`src/hw/robPkg.sv`:
```
package robPkg;

    // Buffer geometry, bank indexing in rob assumes these values
    localparam int robLength = 64;
    localparam int robWidth = 4;
    localparam int wbWidth = 4;

    localparam int sqNBits = 7;
    localparam int tagBits = 7;
    localparam int regNmBits = 5;
    localparam int fetchIdBits = 3;
    localparam int fetchOffBits = 4;

    // RISC-V fflags width and commit count width
    localparam int fflagsBits = 5;
    localparam int cntBits = 3;

    // Bit 6 is the wrap bit, bits 5:0 index the entry
    typedef logic [sqNBits-1:0] SqN;
    typedef logic [tagBits-1:0] Tag;
    typedef logic [regNmBits-1:0] RegNm;
    typedef logic [fetchIdBits-1:0] FetchId;
    typedef logic [fetchOffBits-1:0] FetchOff;

    // Order matters, commit compares codes by magnitude
    typedef enum logic [3:0] {
        flagsNone,
        flagsNx,
        flagsBranch,
        flagsFpNx,
        flagsFpUf,
        flagsFpOf,
        flagsFpDz,
        flagsFpNv,
        flagsPredTaken,
        flagsPredNtaken,
        flagsFence,
        flagsTrap,
        flagsIllegalInstr,
        flagsAccessFault
    } Flags;

    typedef enum logic [1:0] {
        fuRn,
        fuTrap,
        fuExec
    } FuType;

    typedef struct packed {
        SqN sqN;
        Tag tagDst;
        RegNm nmDst;
        FuType fu;
        FetchId fetchId;
        FetchOff fetchOffs;
        logic compressed;
    } RenameUOp;

    typedef struct packed {
        logic valid;
        SqN sqN;
        Tag tagDst;
        RegNm nmDst;
        Flags flags;
        logic doNotCommit;
    } ResultUOp;

    typedef struct packed {
        logic taken;
        SqN sqN;
    } BranchProv;

    typedef struct packed {
        logic valid;
        SqN sqN;
        Tag tagDst;
        RegNm nmDst;
        logic isBranch;
        logic compressed;
    } CommitUOp;

    typedef struct packed {
        logic valid;
        Flags flags;
        Tag tag;
        SqN sqN;
        RegNm name;
        FetchOff fetchOffs;
        FetchId fetchId;
        logic compressed;
    } TrapUOp;

endpackage

```
`src/hw/robCsrPkg.sv`:
```
package robCsrPkg;

    localparam int wbDataBits = 32;

    // Word addresses of the register block
    typedef enum logic [1:0] {
        csrCtrl,
        csrFflags,
        csrCommitCount,
        csrTrapInfo
    } CsrAddr;

    typedef logic [wbDataBits-1:0] WbData;

    // Master side, held stable until ack
    typedef struct packed {
        logic cyc;
        logic stb;
        logic we;
        CsrAddr adr;
        WbData datW;
    } WbReq;

    typedef struct packed {
        logic ack;
        WbData datR;
    } WbRsp;

endpackage

```
`src/hw/robCsr.sv`:
```
`timescale 1ns/1ps

module robCsr
    import robPkg::*;
    import robCsrPkg::*;
(
    input  logic clk,
    input  logic rst,
    input  WbReq wbReq,
    input  logic [fflagsBits-1:0] fpNewFlags,
    input  logic [cntBits-1:0] commitPulse,
    input  TrapUOp trapUOp,
    output WbRsp wbRsp,
    output logic commitEnable
);

    logic access;
    logic writeEn;
    WbData readData;

    logic [fflagsBits-1:0] fflags;
    WbData commitCount;
    SqN trapSqN;
    Flags trapFlags;

    // New cycle seen while ack is low, ack follows one cycle later
    assign access = wbReq.cyc && wbReq.stb && !wbRsp.ack;
    assign writeEn = access && wbReq.we;

    always_comb begin
        readData = '0;
        case (wbReq.adr)
            csrCtrl: readData[0] = commitEnable;
            csrFflags: readData[fflagsBits-1:0] = fflags;
            csrCommitCount: readData = commitCount;
            csrTrapInfo: begin
                readData[6:0] = trapSqN;
                readData[11:8] = trapFlags;
            end
            default: readData = '0;
        endcase
    end

    always_ff @(posedge clk) begin
        if (rst) begin
            wbRsp.ack <= 1'b0;
        end else begin
            wbRsp.ack <= access;
        end
        if (access) begin
            wbRsp.datR <= readData;
        end
    end

    always_ff @(posedge clk) begin
        if (rst) begin
            commitEnable <= 1'b1;
        end else if (writeEn && wbReq.adr == csrCtrl) begin
            commitEnable <= wbReq.datW[0];
        end
    end

    // Sticky flags, a write clears but new hardware flags still land
    always_ff @(posedge clk) begin
        if (rst) begin
            fflags <= '0;
        end else if (writeEn && wbReq.adr == csrFflags) begin
            fflags <= fpNewFlags;
        end else begin
            fflags <= fflags | fpNewFlags;
        end
    end

    always_ff @(posedge clk) begin
        if (rst) begin
            commitCount <= '0;
        end else begin
            commitCount <= commitCount + WbData'(commitPulse);
        end
    end

    always_ff @(posedge clk) begin
        if (rst) begin
            trapSqN <= '0;
            trapFlags <= flagsNone;
        end else if (trapUOp.valid) begin
            trapSqN <= trapUOp.sqN;
            trapFlags <= trapUOp.flags;
        end
    end

endmodule

```
`config.mk`:
```
export PLATFORM = sky130hd
export DESIGN_NAME = robCsr
export DESIGN_NICKNAME = d
export VERILOG_FILES = /design/src/hw/robPkg.sv /design/src/hw/robCsrPkg.sv /design/src/hw/robCsr.sv
export SDC_FILE = /design/constraint.sdc
export NUM_CORES = 1
export LEC_CHECK = 0
export ABC_AREA = 1
export BUFFER_PORTS_ARGS = -buffer_cell sky130_fd_sc_hd__buf_2
export CAP_MARGIN = 5
export CORE_MARGIN = 2
export CORE_UTILIZATION = 40
export CTS_CLUSTER_SIZE = 24
export DETAILED_ROUTE_END_ITERATION = 6
export GPL_TIMING_DRIVEN = 0
export SETUP_SLACK_MARGIN = 0.2
export SLEW_MARGIN = 40
export SYNTH_ARGS = -nofsm -noshare
export SYNTH_HDL_FRONTEND = slang
export SYNTH_SLANG_ARGS = --single-unit
```
`constraint.sdc`:
```
create_clock -name clk -period 4.3 [get_ports clk]
set_input_delay 0.43 -clock clk [delete_from_list [all_inputs] [get_ports clk]]
set_output_delay 0.43 -clock clk [all_outputs]
set_load 0.01 [all_outputs]
```
=== After elaboration in Yosys (flattened, before gate mapping) ===
Index checks and enable logic that the tools add are counted.

* Register bits after elaboration: 82
* Output and inout port bits: 34

* Add/subtract/negate cells: 1
* Eq/ne operators: 3
* Mux-type cells: 5
* Bitwise gates (word level): 1
* Reductions and logical operators: 7

{| class="wikitable"
|+ Operators by type and width
! operator !! number
|-
| 32-bit by 3-bit adder with 32-bit output || 1
|-
| 4-bit one-hot mux with 3 select lines || 1
|-
| 4-bit one-hot mux with 2 select lines || 1
|-
| 1-bit logical AND || 5
|-
| 5-bit 2-to-1 mux || 1
|-
| 5-bit OR || 1
|-
| 2-bit equality test (second input constant) || 2
|-
| 1-bit one-hot mux with 4 select lines || 1
|-
| 2-bit one-hot mux with 2 select lines || 1
|-
| 2-bit by 1-bit equality test with 1-bit output (second input constant) || 1
|-
| 2-bit logical NOT || 1
|-
| 1-bit logical NOT || 1
|}

=== Longest topological paths before layout ===
Gate-level depths: netlist (run 1).

* Depth in word-level cells: 5
* Depth in mapped cells: 10
* Gate-level depth less buffers: 10

=== Least setup slack after synthesis (run 1) ===
Ideal clock, no wire load.

* Kind: input-to-reg
* From: input wbReq[35] in the netlist's numbering
* To: register fflags[0]
* Library setup time: 0.128 ns
* Arrival: 3.598 ns
* Slack: 0.575 ns
* Stages on the path: 5
* Path through: inv_1 > nor3_1 > nand3_1 > a21oi_1 > nor2_1

* Cells in the longest elaborated chain, start to end: 5

{| class="wikitable"
|+ Ends and longest elaborated chain
! element !! line !! text
|-
| start: declaration || robCsr.sv:9 || <nowiki>input WbReq wbReq,</nowiki>
|-
| 1-bit logical AND (2 in series) || robCsr.sv:27 || <nowiki>assign access = wbReq.cyc && wbReq.stb && !wbRsp.ack;</nowiki>
|-
| named net access || robCsr.sv:17 || <nowiki>logic access;</nowiki>
|-
| 1-bit logical AND || robCsr.sv:28 || <nowiki>assign writeEn = access && wbReq.we;</nowiki>
|-
| 1-bit logical AND || robCsr.sv:67 || <nowiki>end else if (writeEn && wbReq.adr == csrFflags) begin</nowiki>
|-
| 5-bit 2-to-1 mux || robCsr.sv:67 ||
|-
| end signal: assignment || robCsr.sv:68 || <nowiki>fflags <= fpNewFlags;</nowiki>
|-
| end signal: assignment || robCsr.sv:70 || <nowiki>fflags <= fflags | fpNewFlags;</nowiki>
|-
| end: declaration || robCsr.sv:21 || <nowiki>logic [fflagsBits-1:0] fflags;</nowiki>
|}

The timed path passes the listed nets, and every way through them passes these cells.
A chain may end at the register's enable or synchronous reset.

=== Worst setup path in the final report (run 1) ===
* From: register wbRsp[32] in the netlist's numbering
* To: register wbRsp[7] in the netlist's numbering (enable)

* Cells in the longest elaborated chain, start to end: 2

{| class="wikitable"
|+ Ends and longest elaborated chain
! element !! line !! text
|-
| start: declaration || robCsr.sv:13 || <nowiki>output WbRsp wbRsp,</nowiki>
|-
| 1-bit logical NOT || robCsr.sv:27 ||
|-
| 1-bit logical AND || robCsr.sv:27 ||
|-
| named net access || robCsr.sv:17 ||
|}

The timed path passes the listed nets, and every way through them passes these cells.

==> metrics.md, run 1 <==
| Metric | Value |
|---|---|
| Crit path to | wbRsp[7] |
| Fmax | 567.9 MHz |
| Overall Global Routing Usage | 17.51% |
| Outcome | complete, no violations |
| Post-route minimum period | 1.761 ns |
| Clock buffer count from CTS | 9 |
| Min Hold Slack | 0.2748 ns |
| Main area contributors after synthesis | dfxtp_1 (28%), edfxtp_1 (27%), nor2_1 (12%) |
| Drt total wl | 8.105 mm |
| Crit end category | flip-flop |
| Placed instance area | 4088 um^2 |
| Total iterations of the first detailed-routing run | 5 |
| Arr. time, crit path | 1.82 ns |
| Post-CTS Setup Inserts | 0 |
| DP HPWL | 6.122 mm |
| Stages on worst setup path | 3 |
| Critical Path RT | 4.36 ns |
| Peak VDD IR | 0.1669 mV |
| R2r startpoint | wbRsp[32] |
| Max-slew headroom | 58.34% |
| Fin. Hold Viols | 0 |
| Vias | 3105 |
| Crit-path max FO | 8 |
| RePlAce Congestion | 0.8728 |
| Largest delay share family, worst path | buffers and inverters |
| Setup tns final | 0 ns |
| YS warnings | 0 |
| PD cells | 364.1 nW/um^2 |
| P&R area growth vs syn | 18.78% |
| Sequential area share after synthesis | 54.24% |
| Initial antenna violation count | 0 |
| Max Cap Viol | 0 |
| Count leader, synth | nor2_1 |
| CTS Hold Bufs | 0 |
| PnR worst setup slack | 2.539 ns |
| Iter 0 DRT Violations | 175 |
| EDFF count, synth | 32 |
| Die area | 9820 um^2 |
| Wire per inst | 12.41 um |
| Synth Flop Type | dfxtp_1 |
| Cells after Synth | 464 |
| Syn_nets | 547 |
| Place WS | 2.296 ns |
| Top cells by count, synth | nor2_1 (113), nand2_1 (111), dfxtp_1 (50), inv_1 (47), edfxtp_1 (32) |
| Slowest cell on the critical path | nor3_2 |
| Worst setup path start | wbRsp[32] |
| Root buf cell | clkbuf_8 |
| Crit path largest cell delay | 0.55 ns |
| Most frequent CP cell | buf_2 |
| IO Pins | 113 |
| Die width | 99.10 um |
| Worst R2R End | wbRsp[7] |
| Post-DRT Antenna Nets | 0 |
| Ratio of cells with drive above 1 in the final layout | 17.80% |
| Core ar. | 8763 um^2 |
| RSZ-0062 raised after global routing | no |
| Post-synthesis sequential element count | 82 |
| Total gr overflow | 0 |
| Reg clk slew, reported paths | 0.08 ns |
| Reg2Reg Depth | 3 |
| Depth of the CTS H-tree | 3 |
| Cts repair resizes | 0 |
| Clock latency at the later pin of the worst-skew pair | 0.36 ns |
| Worst Max-Slew Pin Slew | 0.6215 ns |
| Largest net degree at the start of global routing | 14 |
| Buf+Inv Stages, Crit Path | 2 |
| Tcrit/Tclk final | 40.95% |
| Worst path cell trace | nor3_2, buf_2, buf_2 |
| ANT cells | 0 |
| Mean post-synth cell area | 7.796 um^2 |
| Post-synth ARST share | 0% |
| Height of the chip | 99.10 um |
| Port Buffers | 61 |
| Netlist Area Pre-Place | 3617 um^2 |
| R2r setup slk | 2.54 ns |
| Nets | 623 |
| DRC Markers | 0 |
| Final non-filler cell area | 4297 um^2 |
| Hold Crit Class | in2reg |
| Share of the synthesized area in the top cell type | 27.67% |
| First-pass GRT wire length | 13.36 mm |
| Sink Count | 82 |
| Vias per inst | 4.755 |
| Number of global-route vias before repair | 2832 |
| Leading area contributor after synthesis | dfxtp_1 |
| CTS tree | yes |
| Final setup violation count | 0 |
| Row count | 34 |
| Crit Path Category | reg2reg |
| Max-slew violation count | 0 |
| Initial Utilization | 41.28% |
| Post-Route Skew | 0.005192 ns |
| Critical path launch point type | flip-flop |
| Deepest clock path buffer count | 2 |
| Unique masters post-synth | 23 |
| Leakage | 1.609 nW |
-- kinds of logic after synthesis --
group / count (synthesis) / share of synthesized area, %
and+or+nand+nor: 261 / 29.64
DFF: 82 / 54.24
buffers and inverters: 61 / 6.434
AOI/OAI and AO/OA: 54 / 7.610
adders and majority gates: 4 / 1.591
xor gates and xnor gates: 2 / 0.4843
-- registers in the layout, summed over array words and instances, names as in the netlist --
name          flops
wbRsp            33
commitCount      32
trapSqN           7
fflags            5
trapFlags         4
commitEnable      1
-- through the flow --
stage | power, W | utilization, % | instances
2_1_floorplan | 0.0009375 | - | 464
3_3_place_gp | 0.0009824 | 46.30 | 633
3_5_place_dp | 0.0009866 | 46.64 | 637
4_1_cts | 0.001579 | 49.03 | 653
5_1_grt | 0.001641 | 49.03 | 653
6_report | 0.001564 | 49.03 | 653
-- report_power, final --
group          switching (W)  internal [W]  total, W
clock network       0.000273      0.000323  0.000596
registers          0.0000127      0.000836  0.000848
logic              0.0000764     0.0000435  0.000120
total               0.000362       0.00120   0.00156
-- layout by cell type, fill, tap and decap left out, drive strengths merged --
cell type  netlist  layout
inv             51      51
fa               1       1
ha               3       3
dfxtp           50      50
nand4            2       2
o21ai           27      27
a21oi           25      25
o211ai           2       2
clkinv           0       4
clkbuf           7      17
bufinv           0       2
nand3           20      20
and2             1       1
xor2             2       2
nor3             4       4
edfxtp          32      32
nor2           121     121
nor4             1       1
nor2b            1       1
buf              3      68
nand2          111     111
-- final cells by class --
class | count | area [um^2]
fillers | 885 | 4467
flip-flops and latches | 82 | 1962
multi-input cells | 321 | 1428
repair buffers | 65 | 330.3
inverters | 51 | 191.4
well taps | 108 | 135.1
clock buffers | 10 | 127.6
clock inverters | 6 | 81.33
plain buffers | 10 | 41.29
-- layer usage --
metal / track usage [%] / wire length [um] / vias to the layer above
met5: 0 / 0 / -
li1: - / - / 1623
met1: 24.09 / 3958 / 1402
met4: 7.271 / 136 / 0
met3: 3.935 / 396 / 10
met2: 26.77 / 3613 / 70
-- worst min-delay path by stage --
stage                                  to  slack, ns       startpoint  cells past startpoint
final                           fflags[3]       0.27    fpNewFlags[3]                      3
after global routing            fflags[3]       0.27    fpNewFlags[3]                      3
after global placement          wbRsp[32]       0.43        wbRsp[32]                      1
after detailed placement        wbRsp[32]       0.46        wbRsp[32]                      1
after floorplan           commitCount[28]       0.45  commitCount[28]                      2
after CTS                       fflags[3]       0.26    fpNewFlags[3]                      3
-- worst min-delay path, stage by stage --
cell and delay [ns]:
buf_2 0.08, a21oi_1 0.03, nor2_1 0.06
No activity file was read; power rests on OpenSTA's default activity.
==> run 2: changes to the inputs <==
--- a/config.mk
+++ b/config.mk
@@ -5,7 +5,7 @@
 export SDC_FILE = /design/constraint.sdc
 export NUM_CORES = 1
 export LEC_CHECK = 0
-export ABC_AREA = 1
+export ABC_AREA = 0
 export BUFFER_PORTS_ARGS = -buffer_cell sky130_fd_sc_hd__buf_2
 export CAP_MARGIN = 5
 export CORE_MARGIN = 2
@@ -13,6 +13,7 @@
 export CTS_CLUSTER_SIZE = 24
 export DETAILED_ROUTE_END_ITERATION = 6
 export GPL_TIMING_DRIVEN = 0
+export PLACE_DENSITY = 0.66
 export SETUP_SLACK_MARGIN = 0.2
 export SLEW_MARGIN = 40
 export SYNTH_ARGS = -nofsm -noshare
==> constraint.sdc (replaced) <==
create_clock -name clk -period 1.7 [get_ports clk]
set_input_delay 0.17 -clock clk [delete_from_list [all_inputs] [get_ports clk]]
set_output_delay 0.17 -clock clk [all_outputs]
set_load 0.01 [all_outputs]
==> run 2 against run 1 <==
The run now ends with setup timing left. Design area decreased by 0.47%. Critical path depth increased by 4. Combinational power rose to 3.4 times the previous value. Area after synthesis shrank 6.5%. Via count fell by 22%. Global-route usage fell by 1.6 points. Synthesized cell count fell by 36%. Clock skew rose by 0.0070 ns. Hold slack worse by 0.24 ns. Critical path type unchanged. Largest cell class unchanged.
==> metrics.md, run 2 <==
| Metric | Value |
|---|---|
| Syn_nets | 382 |
| Mean post-synth cell area | 11.31 um^2 |
| Arr. time, crit path | 2.00 ns |
| Die width | 95.94 um |
| PnR worst setup slack | -0.02897 ns |
| Hold Crit Class | in2reg |
| Reg clk slew, reported paths | 0.08 ns |
| Max-slew headroom | 46.46% |
| Peak VDD IR | 0.5589 mV |
| DRC Markers | 0 |
| PD cells | 933.8 nW/um^2 |
| Max reg flops | 33 |
| Crit path largest cell delay | 0.35 ns |
| Root buf cell | clkbuf_8 |
| Leakage | 1.682 nW |
| Top cells by count, synth | dfxtp_1 (50), nor2_1 (48), edfxtp_1 (32), xor2_1 (21), and2_1 (20) |
| Count leader, synth | dfxtp_1 |
| IO Pins | 113 |
| Vias per inst | 4.900 |
| Filler instances | 740 |
| Crit end category | flip-flop |
| RSZ-0062 raised after global routing | yes |
| Row count | 33 |
| Vias | 2411 |
| Post-DRT Antenna Nets | 0 |
| Crit Path Category | reg2reg |
| Sequential area share after synthesis | 58.03% |
| Worst setup path start | commitCount[0] |
| Max-slew violation count | 0 |
| Total gr overflow | 0 |
| Fin. Hold Viols | 0 |
| EDFF count, synth | 32 |
| Most flops, register | wbRsp |
| Clock buffer count from CTS | 9 |
| Total iterations of the first detailed-routing run | 4 |
| Fmax | 578.4 MHz |
| Cells after Synth | 299 |
| Buf+Inv Stages, Crit Path | 0 |
| Die area | 9204 um^2 |
| Main area contributors after synthesis | dfxtp_1 (30%), edfxtp_1 (28%), xor2_1 (5.4%) |
| Leading area contributor after synthesis | dfxtp_1 |
| Deepest clock path buffer count | 2 |
| Ratio of cells with drive above 1 in the final layout | 33.07% |
| Initial Utilization | 41.15% |
| Port Buffers | 60 |
| RePlAce Congestion | 0.7925 |
| Power, Total | 0.003994 W |
| Worst path cell trace | ha_4, fa_2, a21oi_4, nor4_4, nand2_1, or3_1, a21oi_2 |
| Largest net degree at the start of global routing | 17 |
| ANT cells | 0 |
| Clock latency at the later pin of the worst-skew pair | 0.35 ns |
| Synth Flop Type | dfxtp_1 |
| Tcrit/Tclk final | 101.7% |
| Share of the synthesized area in the top cell type | 29.61% |
| YS warnings | 0 |
| Slowest cell on the critical path | dfxtp_2 |
| Iter 0 DRT Violations | 96 |
| Max Cap Viol | 0 |
| P&R area growth vs syn | 26.50% |
| R2r startpoint | commitCount[0] |
| Critical path launch point type | flip-flop |
| Wire per inst | 14.10 um |
| Post-route minimum period | 1.729 ns |
| Worst Max-Slew Pin Slew | 0.8032 ns |
| Post-synth ARST share | 0% |
| CTS Hold Bufs | 0 |
| Crit-path max FO | 4 |
| Hold Startpoint | wbReq[0] |
| Post-Route Skew | 0.01217 ns |
| Unique masters post-synth | 36 |
| Failing checks | setup timing |
| Top flop regs | wbRsp (33), commitCount (32), trapSqN (7) |
| Final setup violation count | 8 |
| DP HPWL | 4.614 mm |
| Commonest cells after routing, fill and taps aside | buf_2 (60), nor2_1 (47), dfxtp_1 (44) |
| Height of the chip | 95.94 um |
| First-pass GRT wire length | 10.85 mm |
| Post-synthesis sequential element count | 82 |
| CTS tree | yes |
| Largest delay share family, worst path | simple AND/OR/NAND/NOR gates |
| Nets | 465 |
| Netlist Area Pre-Place | 3381 um^2 |
| Overall Global Routing Usage | 15.88% |
| Most common cell after layout, fill and taps aside | buf_2 |
| Critical Path RT | 1.97 ns |
| Drt total wl | 6.936 mm |
| Number of global-route vias before repair | 2253 |
| Initial antenna violation count | 0 |
| Core ar. | 8217 um^2 |
| Sink Count | 82 |
| Outcome | complete, but fails checks |
| Depth of the CTS H-tree | 3 |
| Place WS | -0.3514 ns |
[run 2: cell count changes after synthesis, sizes merged, moves of 6 or more]
cell,previous run,this run
xnor2,0,7
nand2,111,11
a21oi,25,9
inv,51,2
nand4,2,8
mux2i,0,17
nor2b,1,11
nand3,20,12
and3,0,6
xor2,2,21
nor2,121,48
and2,1,21
o21ai,27,2
[run 2: layer usage]
metal / vias to the layer above / GRT usage (%) / routed length [um]
met5: - / 0 / 0
met2: 29 / 26.34 / 3509
li1: 1201 / - / -
met3: 6 / 3.837 / 210
met1: 1175 / 19.76 / 3108
met4: 0 / 6.786 / 108
[run 2: what timing repair did]
item / 4_1_cts / 5_1_grt
setup buffers: 8 / 3
hold endpoints to repair: 0 / 0
gates resized for setup: 10 / 18
endpoints found under the setup margin: 65 / 29
cloned: 1 / 0
pin swaps: 9 / 12
[run 2: through the flow]
| stage | std cells | hold WS, ns | util, % | cell area (um^2) | TNS [ns] |
|---|---|---|---|---|---|
| finish | 492 | 0.03026 | 52.05 | 4277 | -0.1446 |
| global route | 492 | 0.02088 | 52.05 | 4277 | -1.535 |
| CTS | 489 | 0.01958 | 50.80 | 4174 | -0.7706 |
| detailed placement | 464 | 0.3856 | 47.10 | 3870 | -4.491 |
| global placement | 464 | 0.3724 | 47.10 | 3870 | -3.704 |
| floorplan | 299 | 0.2874 | - | 3438 | -0.08314 |
[run 2: final timing paths]
kind	slack, ns	to	cells past startpoint
min	0.03	commitEnable	2
max	-0.03	commitCount[30]	7
max reg2reg	-0.03	commitCount[30]	7
min reg2reg	0.49	fflags[4]	2
[run 2: cell type report]
| class | count | area, um^2 | share of cell area [%] |
|---|---|---|---|
| plain buffers | 12 | 48.80 | 1.141 |
| well taps | 105 | 131.4 | 3.072 |
| clock buffers | 10 | 137.6 | 3.218 |
| repair buffers | 71 | 386.6 | 9.040 |
| inverters | 2 | 11.26 | 0.2633 |
| clock inverters | 6 | 66.31 | 1.551 |
| flip-flops and latches | 82 | 1969 | 46.05 |
| repair inverters | 1 | 7.507 | 0.1755 |
| multi-input cells | 203 | 1518 | 35.49 |
[run 2: worst reg2reg max path, stage by stage, from the launching register on]
cell and delay, ns:
dfxtp_2 0.35, ha_4 0.13, fa_2 0.23, a21oi_4 0.08
nor4_4 0.29, nand2_1 0.11, or3_1 0.33, a21oi_2 0.12
[run 2: power by group]
| group | internal (W) | total, W | switching, W |
|---|---|---|---|
| Sequential | 0.00212 | 0.00217 | 0.0000452 |
| Clock | 0.000718 | 0.00141 | 0.000696 |
| Combinational | 0.000202 | 0.000411 | 0.000210 |
| Total | 0.00304 | 0.00399 | 0.000951 |
[run 2: kinds of logic (layout without fill, tap and decap cells)]
| family | after synthesis | after routing | share of synthesized area, % |
|---|---|---|---|
| buffers and inverters | 14 | 102 | 1.555 |
| AOI/OAI and AO/OA | 19 | 19 | 3.590 |
| and+or+nand+nor | 130 | 130 | 20.84 |
| muxes | 22 | 22 | 7.032 |
| xor gates and xnor gates | 28 | 28 | 7.254 |
| adders and majority gates | 4 | 4 | 1.703 |
| DFF | 82 | 82 | 58.03 |
